**config.mk**
```make
export PLATFORM = sky130hd
export DESIGN_NAME = cfg_axil_endpoint
export DESIGN_NICKNAME = d
export VERILOG_FILES = /design/src/common/briey_pkg.sv /design/src/cfg/cfg_axil_endpoint.sv
export SDC_FILE = /design/constraint.sdc
export NUM_CORES = 1
export LEC_CHECK = 0
export BUFFER_PORTS_ARGS = -buffer_cell sky130_fd_sc_hd__buf_2
export CAP_MARGIN = 20
export CORE_AREA = 2 2 155 157
export CTS_CLUSTER_DIAMETER = 30
export DETAILED_ROUTE_END_ITERATION = 10
export DIE_AREA = 0 0 157 159
export GPL_TIMING_DRIVEN = 1
export REMOVE_ABC_BUFFERS = 1
export SYNTH_ARGS = -nofsm -noshare
export SYNTH_HDL_FRONTEND = slang
export SYNTH_SLANG_ARGS = --single-unit
```
**constraint.sdc**
```tcl
create_clock -name clk -period 10.6 [get_ports clk]
set_input_delay 2.65 -clock clk [delete_from_list [all_inputs] [get_ports clk]]
set_output_delay 2.65 -clock clk [all_outputs]
set_load 0.01 [all_outputs]
```
**src/common/briey_pkg.sv**
```systemverilog
`default_nettype none

package briey_pkg;

  // bus and payload widths
  localparam int AXIL_ADDR_W = 32;
  localparam int AXIL_DATA_W = 64;
  localparam int HOST_ADDR_W = 64;
  localparam int CORE_ADDR_W = 29;
  localparam int AXI_ID_W    = 12;
  localparam int LINE_W      = 512;
  localparam int STRB_W      = 64;
  localparam int LINE_BYTES  = 64;
  localparam int IDX_W       = 6;
  localparam int LOAD_ADDR_W = 15;
  localparam int USER_W      = 6;
  localparam int ARUSER_W    = 5;

  // core requests from here up take user set 1
  localparam logic [CORE_ADDR_W-1:0] USER_SPLIT_ADDR = 29'h8000;

  // configuration register map
  localparam logic [AXIL_ADDR_W-1:0] REG_ID         = 32'h000;
  localparam logic [AXIL_ADDR_W-1:0] REG_ENABLE     = 32'h010;
  localparam logic [AXIL_ADDR_W-1:0] REG_BASE       = 32'h020;
  localparam logic [AXIL_ADDR_W-1:0] REG_RST_SET    = 32'h030;
  localparam logic [AXIL_ADDR_W-1:0] REG_RST_CLR    = 32'h040;
  localparam logic [AXIL_ADDR_W-1:0] REG_LOAD_EN    = 32'h050;
  localparam logic [AXIL_ADDR_W-1:0] REG_LOAD_IDX   = 32'h060;
  localparam logic [AXIL_ADDR_W-1:0] REG_LOAD_BYTE  = 32'h070;
  localparam logic [AXIL_ADDR_W-1:0] REG_LOAD_FIRE  = 32'h080;
  localparam logic [AXIL_ADDR_W-1:0] REG_LOAD_READY = 32'h090;
  localparam logic [AXIL_ADDR_W-1:0] REG_LOAD_ADDR  = 32'h0a0;
  localparam logic [AXIL_ADDR_W-1:0] REG_USER_WR    = 32'h0e0;
  localparam logic [AXIL_ADDR_W-1:0] REG_USER_RD    = 32'h120;

  // fixed read values
  localparam logic [AXIL_DATA_W-1:0] ID_VALUE       = 64'ha0a1a2a3_deadbeef;
  localparam logic [AXIL_DATA_W-1:0] BAD_READ_VALUE = 64'hdeaddead_deaddead;

  localparam logic [1:0] RESP_OKAY = 2'b00;

  // AXI-Lite endpoint FSM encoding
  localparam int AXIL_STATE_W = 2;
  localparam logic [AXIL_STATE_W-1:0] AXIL_IDLE    = 2'd0;
  localparam logic [AXIL_STATE_W-1:0] AXIL_READ    = 2'd1;
  localparam logic [AXIL_STATE_W-1:0] AXIL_WRITE_W = 2'd2;
  localparam logic [AXIL_STATE_W-1:0] AXIL_WRITE_B = 2'd3;

  // program-load line, filled per byte and sent out flat
  typedef union packed {
    logic [LINE_W-1:0]          flat;
    logic [LINE_BYTES-1:0][7:0] bytes;
  } load_line_u;

endpackage

`default_nettype wire

```
**src/cfg/cfg_axil_endpoint.sv**
```systemverilog
`timescale 1ns/1ps
`default_nettype none

module cfg_axil_endpoint (
  input  logic                              clk,
  input  logic                              rstn,
  input  logic [briey_pkg::AXIL_ADDR_W-1:0] awaddr,
  input  logic                              awvalid,
  output logic                              awready,
  input  logic [briey_pkg::AXIL_DATA_W-1:0] wdata,
  input  logic                              wvalid,
  output logic                              wready,
  output logic                              bvalid,
  input  logic                              bready,
  output logic [1:0]                        bresp,
  input  logic [briey_pkg::AXIL_ADDR_W-1:0] araddr,
  input  logic                              arvalid,
  output logic                              arready,
  output logic [briey_pkg::AXIL_DATA_W-1:0] rdata,
  output logic                              rvalid,
  input  logic                              rready,
  output logic [1:0]                        rresp,
  output logic                              reg_wr,
  output logic [briey_pkg::AXIL_ADDR_W-1:0] reg_waddr,
  output logic [briey_pkg::AXIL_DATA_W-1:0] reg_wdata,
  output logic [briey_pkg::AXIL_ADDR_W-1:0] rd_addr,
  input  logic [briey_pkg::AXIL_DATA_W-1:0] rd_data
);
  import briey_pkg::*;

  logic [AXIL_STATE_W-1:0] state;
  logic [AXIL_STATE_W-1:0] state_next;
  logic [AXIL_ADDR_W-1:0]  waddr_q;

  always_ff @(posedge clk) begin
    if (!rstn) begin
      state <= AXIL_IDLE;
    end else begin
      state <= state_next;
    end
  end

  always_comb begin
    state_next = state;
    case (state)
      AXIL_IDLE: begin
        // write wins if both arrive together
        if (awvalid) state_next = AXIL_WRITE_W;
        else if (arvalid) state_next = AXIL_READ;
      end
      AXIL_READ:    if (rready) state_next = AXIL_IDLE;
      AXIL_WRITE_W: if (wvalid) state_next = AXIL_WRITE_B;
      AXIL_WRITE_B: if (bready) state_next = AXIL_IDLE;
      default:      state_next = AXIL_IDLE;
    endcase
  end

  // address held for the data phase
  always_ff @(posedge clk) begin
    if (state == AXIL_IDLE && awvalid) waddr_q <= awaddr;
  end

  // last value sampled in idle is the one the read returns
  always_ff @(posedge clk) begin
    if (state == AXIL_IDLE) rdata <= rd_data;
  end

  assign awready = (state == AXIL_IDLE);
  assign arready = (state == AXIL_IDLE) && !awvalid;
  assign wready  = (state == AXIL_WRITE_W);
  assign bvalid  = (state == AXIL_WRITE_B);
  assign rvalid  = (state == AXIL_READ);
  assign bresp   = RESP_OKAY;
  assign rresp   = RESP_OKAY;

  assign reg_wr    = (state == AXIL_WRITE_W) && wvalid;
  assign reg_waddr = waddr_q;
  assign reg_wdata = wdata;
  assign rd_addr   = araddr;

endmodule

`default_nettype wire

```
==> results of run 1 <==
==> routing by layer <==
| metal | track usage | vias up | part of all wire |
|---|---|---|---|
| met2 | 0.229 | 374 | 0.46 |
| met5 | 0.0536 | - | 0.010 |
| met1 | 0.0951 | 957 | 0.24 |
| met3 | 0.171 | 20 | 0.26 |
| met4 | 0.0525 | 6 | 0.025 |
| li1 | - | 896 | - |
==> stage by stage <==
step / cells / total power (uW) / hold WS, ns
floorplan: 119 / 533 / 0.561
global placement: 644 / 597 / 0.628
detailed placement: 644 / 599 / 0.637
CTS: 660 / 923 / 0.651
global route: 660 / 941 / 0.679
finish: 660 / 901 / 0.652
==> worst min path at each step <==
stage | endpoint | slack (ns) | cells past startpoint
after floorplan | state[0] | 0.56 | 1
after global placement | state[0] | 0.63 | 1
after detailed placement | state[0] | 0.64 | 1
after CTS | state[0] | 0.65 | 1
after global routing | state[0] | 0.68 | 1
final | state[0] | 0.65 | 1
==> logic make-up after synthesis <==
group | after synthesis | share of synthesized area
buf+inv | 103 | 0.202
compound gates | 4 | 0.00987
other cells | 1 | 0.000986
flops | 98 | 0.769
simple gates | 11 | 0.0181
==> cells in the mapped netlist, drive strengths merged <==
cell type,instances
and2b,1
edfxtp,96
nor2b,2
conb,1
a21oi,1
nor3,1
a211oi,1
a221oi,1
inv,2
nor2,3
dfxtp,2
buf,101
nand2,1
and2,3
o21ai,1
==> layout make-up <==
type	instances	share of cell area
clock buffers	9	0.0472
clock inverters	7	0.0113
repair buffers	206	0.217
flip-flops and latches	98	0.612
multi-input cells	19	0.0270
inverters	2	0.00157
well taps	319	0.0836
==> cells in the final DEF, fill, tap and decap left out <==
cell type and n:
nor3_1 1, clkinv_4 1, nor2_2 1, inv_1 2, clkinvlp_4 3, and2_1 3, and2b_1 1, dfxtp_1 2
clkinv_2 1, a211oi_2 1, buf_4 2, nand2_1 1, nor2b_4 1, nor2_1 1, edfxtp_1 96, clkbuf_16 9
a21oi_1 1, o21ai_0 1, buf_2 204, conb_1 4, nor2b_1 1, nor2_4 1, inv_6 2, a221oi_2 1
==> sequential cells by signal (all words and copies together) (netlist names) <==
register / flops
rdata: 64
reg_waddr: 32
state: 2
==> power groups by stage <==
stage	sequential, uW	combinational (uW)	clock [uW]
3_3_place_gp	492	105	0
6_report	483	103	314
2_1_floorplan	514	19.2	0
5_1_grt	487	113	341
4_1_cts	484	106	333
3_5_place_dp	493	106	0
==> worst reg2reg max path, cell delays in order (launching register included) <==
cell     delay (ns)
dfxtp_1        0.44
nor2_4         0.21
buf_4          0.69
==> flow_summary.ini, run 1 <==
[power_and_ir_drop]
p_comb_frac = 0.115
p_per_area_mw_per_mm2 = 189
power_leakage_uw = 0.00196
vdd_drop_max_mv = 0.0563
p_seq_frac = 0.537
p_int_uw = 674
p_clk_frac = 0.349
switching_share = 0.252
power_switching_uw = 227

[timing]
rsz0062_at_grt = false
hold_viol_final = 0
min_period_ns = 5.69
maxSlewViolCount = 0
fin_skew_ns = 0.0108
final.setup.worst_slack_ns = 4.91
period_share = 0.537
timing.fmax_ghz = 0.176
worstMarginPinSlew_ns = 0.849
setup_tns_ns = 0
slew_headroom = 0.434
setup_violations = 0

[placement]
io_buffers = 204
dpl_cell_area_mm2 = 0.00449
pre_cts_slack_ns = 4.90
gp_congestion = 0.713
hpwl_mm = 16.0

[die]
core_mm2 = 0.0232
start_util = 0.164
rows = 56
die_h_um = 159
die_area_mm2 = 0.0250
die_w_um = 157
io_pins = 401

[worst_setup_path]
arrival_ns = 3.04
crit_chain = buf_2 -> nor3_1 -> buf_2
worst_path_most_repeated_cell = buf_2
crit_end = arready
cp_num_cells = 3
rr_endpoint = rdata[24]
r2r_start = state[0]
rrSetupSlack_ns = 8.83
crit_slowest_cell = buf_2
criticalPathCategory = in2out
cp-end-kind = primary output
worstPathMaxFanout = 4
crit_path_max_incr_delay_ns = 0.15
reg2regPathDepth = 2
cp.required_ns = 7.95
crit_buf_inv = 2
cp_top_family = buffers and inverters
critPathLaunchType = input port
cp-startpoint = awvalid

[synth]
yosysUniqueCellTypes = 18
ys_seq_area_frac = 0.769
ys_top_cells_by_area = edfxtp_1, buf_4, dfxtp_1
ys_warn_count = 0
syn-cell-area_mm2 = 0.00380
yosys.area.top_type = edfxtp_1
yosys_register_bits = 98
avgSynthCellArea_um2 = 17.5
synthCells = 217
synth_top_area_frac = 0.758

[grt]
grt-ovfl-total = 0
antenna_found_initial = 2
grt_pass1_wl_mm = 22.2
track_usage = 0.143
grt_max_degree = 65
grt_pass1_vias = 2231

[clocking]
cts-root-buf = clkbuf_16
cts_resized = 0
post_cts_buffers = 0
clock_path_buffers = 2
cts_sinks = 98
path_clk_slew_ns = 0.07
cts_tree = done
cts_buffers = 9
clock_latency_ns = 0.35
cts_max_level = 3
ctsHoldBuffers = 0

[cells_and_area]
seqCellArea_mm2 = 0.00292
fin_util = 0.206
fin_area_mm2 = 0.00477
drive_above_1_share = 0.666
antenna_cells_inserted = 0
filler_cell_count = 2479
final_nets = 535
multiInputGateArea_um2 = 129
area_growth_pct = 25.5

[route]
vias = 2253
routed_wirelength_mm = 18.5
drt_iter0_markers = 51
vias_per_cell = 3.41
wire_per_inst_um = 28.0
firstDrtPassIters = 4
antenna_left = 0
drc = 0

[hold_path]
hold_path_class = reg2reg
worstHoldStart = state[1]

[flow_run]
maxCapViolCount = 0

[status]
outcome = finished clean
Power figures use the tool's default switching activity.
==> run 2: changes to the inputs <==
clock period = 5.15 ns   (was 10.6 ns; I/O delays follow)
==> run 2 against run 1 <==
  * Setup slack worse by 2.7 ns
  * Largest power group unchanged
  * Clock skew is 0.0017 ns lower
  * Non-clock buffer count did not move
  * Routed wire length is 0.11% higher
  * Critical endpoint unchanged
  * Total power increased by 110%
  * Die area stayed put
  * Cell count is 0.15% higher
  * Critical path depth stayed put
  * Register-to-register slack worse by 5.9 ns
  * Final area increased by 0.37%
  * Utilization increased by 0.076 points
  * Highest routed layer unchanged
==> flow_summary.ini, run 2 (synthesis results as in run 1) <==
[status]
outcome = finished clean

[grt]
grt-ovfl-total = 0
grt_pass1_wl_mm = 22.3
grt_pass1_vias = 2317
grt_max_degree = 66
antenna_found_initial = 4
track_usage = 0.142

[clocking]
cts_resized = 0
cts-root-buf = clkbuf_16
path_clk_slew_ns = 0.08
cts_max_level = 3
ctsHoldBuffers = 0
clock_path_buffers = 2
cts_sinks = 98
clock_latency_ns = 0.35
post_cts_buffers = 0
cts_tree = done
cts_buffers = 9

[route]
routed_wirelength_mm = 18.5
firstDrtPassIters = 4
vias_per_cell = 3.45
drt_iter0_markers = 85
drc = 0
antenna_left = 0
wire_per_inst_um = 28.0
vias = 2281

[worst_setup_path]
cp-end-kind = primary output
cp.required_ns = 3.86
cp-startpoint = awvalid
rrSetupSlack_ns = 2.93
r2r_start = state[0]
arrival_ns = 1.68
worstPathMaxFanout = 4
criticalPathCategory = in2out
critPathLaunchType = input port

[cells_and_area]
final_common_cell = buf_2
fin_area_mm2 = 0.00479
drive_above_1_share = 0.666
final_nets = 535
final_cell_mix = buf_2, edfxtp_1, clkbuf_16
largest_reg_flops = 64
multiInputGateArea_um2 = 129
filler_cell_count = 2496
area_growth_pct = 26.0
seqCellArea_mm2 = 0.00292
top_register = rdata

[placement]
gp_congestion = 0.719
dpl_cell_area_mm2 = 0.00449
hpwl_mm = 16.1
io_buffers = 204

[timing]
fin_skew_ns = 0.00906
period_share = 0.576
timing.fmax_ghz = 0.337
maxSlewViolCount = 0
min_period_ns = 2.96
slew_headroom = 0.422
setup_tns_ns = 0
hold_viol_final = 0
setup_violations = 0
worstMarginPinSlew_ns = 0.868
rsz0062_at_grt = false

[die]
die_area_mm2 = 0.0250
io_pins = 401
die_h_um = 159
die_w_um = 157
rows = 56
core_mm2 = 0.0232
start_util = 0.164

[flow_run]
maxCapViolCount = 0

[power_and_ir_drop]
vdd_drop_max_mv = 0.119
power_leakage_uw = 0.00198
p_per_area_mw_per_mm2 = 392

[hold_path]
worstHoldStart = state[1]
hold_path_class = reg2reg
run 2: path summary, 6_finish.rpt:
kind | end | depth (start not counted)
max reg2reg | reg_waddr[5] | 4
min | state[1] | 2
min reg2reg | state[1] | 2
max | arready | 3
run 2: stage by stage:
step | util | hold slack, ns | power, uW | instances | worst slack, ns
2_1_floorplan | - | 0.561 | 1100 | 119 | 0.436
3_3_place_gp | 0.194 | 0.629 | 1230 | 644 | 2.17
3_5_place_dp | 0.194 | 0.671 | 1230 | 644 | 2.18
4_1_cts | 0.206 | 0.680 | 1920 | 660 | 2.18
5_1_grt | 0.206 | 0.727 | 1960 | 660 | 2.16
6_report | 0.207 | 0.671 | 1880 | 661 | 2.19
run 2: final cells by class:
| class | count | area share |
|---|---|---|
| Antenna cell | 1 | 0.000522 |
| Clock buffer | 9 | 0.0470 |
| Clock inverter | 7 | 0.0144 |
| Inverter | 2 | 0.00157 |
| Multi-Input combinational cell | 19 | 0.0269 |
| Sequential cell | 98 | 0.610 |
| Tap cell | 319 | 0.0833 |
| Timing Repair Buffer | 206 | 0.216 |
run 2: metal layers:
layer / wire, um / vias up / GRT usage
li1: - / 897 / -
met4: 216 / 8 / 0.0338
met1: 4410 / 980 / 0.0917
met3: 4880 / 21 / 0.176
met2: 8820 / 375 / 0.239
met5: 165 / - / 0.0456
run 2: worst max-delay path: stages:
cell	delay, ns
buf_2	0.12
nor3_1	0.12
buf_2	0.15
run 2: report_power, final:
group          total, uW  switching (uW)  internal (uW)
Clock                672             328            344
Combinational        211             128           83.4
Sequential           996            23.8            972
Total               1880             480           1400
==> run 3: changes to the inputs <==
clock period = 2.7 ns   (was 5.15 ns; I/O delays follow)
==> run 3 against run 2 <==
  * Critical endpoint is now reg_wr
  * Utilization barely moved
  * Die area did not move
  * Sequential cell count did not move
  * Critical path type is now reg2out
  * Final area rose by 0.10%
  * Sequential share of layout area fell by 0.064 points
==> flow_summary.ini, run 3 (synthesis results as in run 1) <==
[placement]
io_buffers = 204
dpl_cell_area_mm2 = 0.00450
hpwl_mm = 16.3
gp_congestion = 0.718

[clocking]
cts_max_level = 3
cts_buffers = 9
cts_tree = done
path_clk_slew_ns = 0.07
clock_path_buffers = 2
clock_latency_ns = 0.34
ctsHoldBuffers = 0
cts_resized = 0
post_cts_buffers = 0
cts_sinks = 98
cts-root-buf = clkbuf_16

[power_and_ir_drop]
p_comb_frac = 0.113
vdd_drop_max_mv = 0.242
p_clk_frac = 0.358
power_switching_uw = 858
p_int_uw = 2730
switching_share = 0.239
p_seq_frac = 0.529
power_leakage_uw = 0.00198
power_uw = 3590
p_per_area_mw_per_mm2 = 749

[timing]
setup_violations = 0
slew_headroom = 0.656
hold_viol_final = 0
rsz0062_at_grt = false
min_period_ns = 2.02
maxSlewViolCount = 0
worstMarginPinSlew_ns = 0.516
period_share = 0.747
fin_skew_ns = 0.00639
timing.fmax_ghz = 0.496

[die]
io_pins = 401
die_h_um = 159
die_w_um = 157
core_mm2 = 0.0232
start_util = 0.164
die_area_mm2 = 0.0250
rows = 56

[flow_run]
maxCapViolCount = 0

[worst_setup_path]
arrival_ns = 1.34
criticalPathCategory = reg2out
worstPathMaxFanout = 8
critPathLaunchType = register
cp-end-kind = primary output
cp.required_ns = 2.03

[route]
routed_wirelength_mm = 18.5
drc = 0
firstDrtPassIters = 4
drt_iter0_markers = 95
antenna_left = 0
vias = 2216
wire_per_inst_um = 28.0
vias_per_cell = 3.35

[cells_and_area]
filler_cell_count = 2481
fin_area_mm2 = 0.00480
largest_reg_flops = 64
area_growth_pct = 26.1
top_register = rdata
drive_above_1_share = 0.664
final_nets = 536
antenna_cells_inserted = 0
final_cell_mix = buf_2, edfxtp_1, clkbuf_16
final_common_cell = buf_2

[grt]
grt-ovfl-total = 0
grt_util_met3 = 0.173
grt_pass1_vias = 2254
track_usage = 0.142
grt_max_degree = 43
antenna_found_initial = 2
grt_pass1_wl_mm = 22.3
grt.busiest_layer = met2
gr-usage-met2 = 0.241
use_met1 = 0.0948

[status]
outcome = finished clean

[hold_path]
hold_path_class = in2reg
## run 3: changes by cell type in the layout (fill, tap and decap cells not counted)
cell,before,now
clkinv_2,0,2
diode_2,1,0
clkinvlp_4,0,1
buf_4,2,3
clkinv_1,0,1
inv_6,2,1
clkinv_4,2,1
inv_8,3,0
bufinv_16,0,1
## run 3: path summary, 6_finish.rpt
kind,startpoint,endpoint,slack [ns],cells after the start
setup reg to reg,state[0],reg_waddr[23],1.16,3
hold reg to reg,state[1],state[1],0.66,2
setup / recovery,state[1],reg_wr,0.68,3
hold / removal,rd_data[53],rdata[53],0.50,1
## run 3: per-stage QoR
stage	hold slack [ns]	TNS [ns]	worst slack, ns	cells	util
3_3_place_gp	0.632	0	0.939	645	0.194
4_1_cts	0.473	0	0.658	661	0.207
6_report	0.499	0	0.684	661	0.207
3_5_place_dp	0.652	0	0.956	645	0.194
2_1_floorplan	0.561	-131.83	-2.01	119	-
5_1_grt	0.474	0	0.597	661	0.207
## run 3: routing by layer
layer  routed length, um  part of all wire
met2                8920              0.48
met5                 149            0.0081
met3                4690              0.25
met4                 135            0.0073
met1                4610              0.25
## run 3: power by group through the flow
stage / Sequential, uW / Clock (uW) / Combinational [uW]
2_1_floorplan: 2020 / 0 / 75.3
3_3_place_gp: 1930 / 0 / 414
3_5_place_dp: 1930 / 0 / 417
4_1_cts: 1900 / 1360 / 417
5_1_grt: 1910 / 1410 / 445
6_report: 1900 / 1280 / 407
## run 3: cell type report
class	instances	area [um2]	area share
Multi-Input combinational cell	19	129	0.0269
Clock buffer	9	225	0.0470
Inverter	2	7.51	0.00157
Clock inverter	7	68.8	0.0143
Sequential cell	98	2920	0.609
Timing Repair Buffer	207	1040	0.218
Tap cell	319	399	0.0832
## run 3: worst max-delay path: stages (launching register included)
cell and delay [ns]:
dfxtp_1 0.52, nor2b_4 0.21, and2_1 0.13, buf_2 0.13
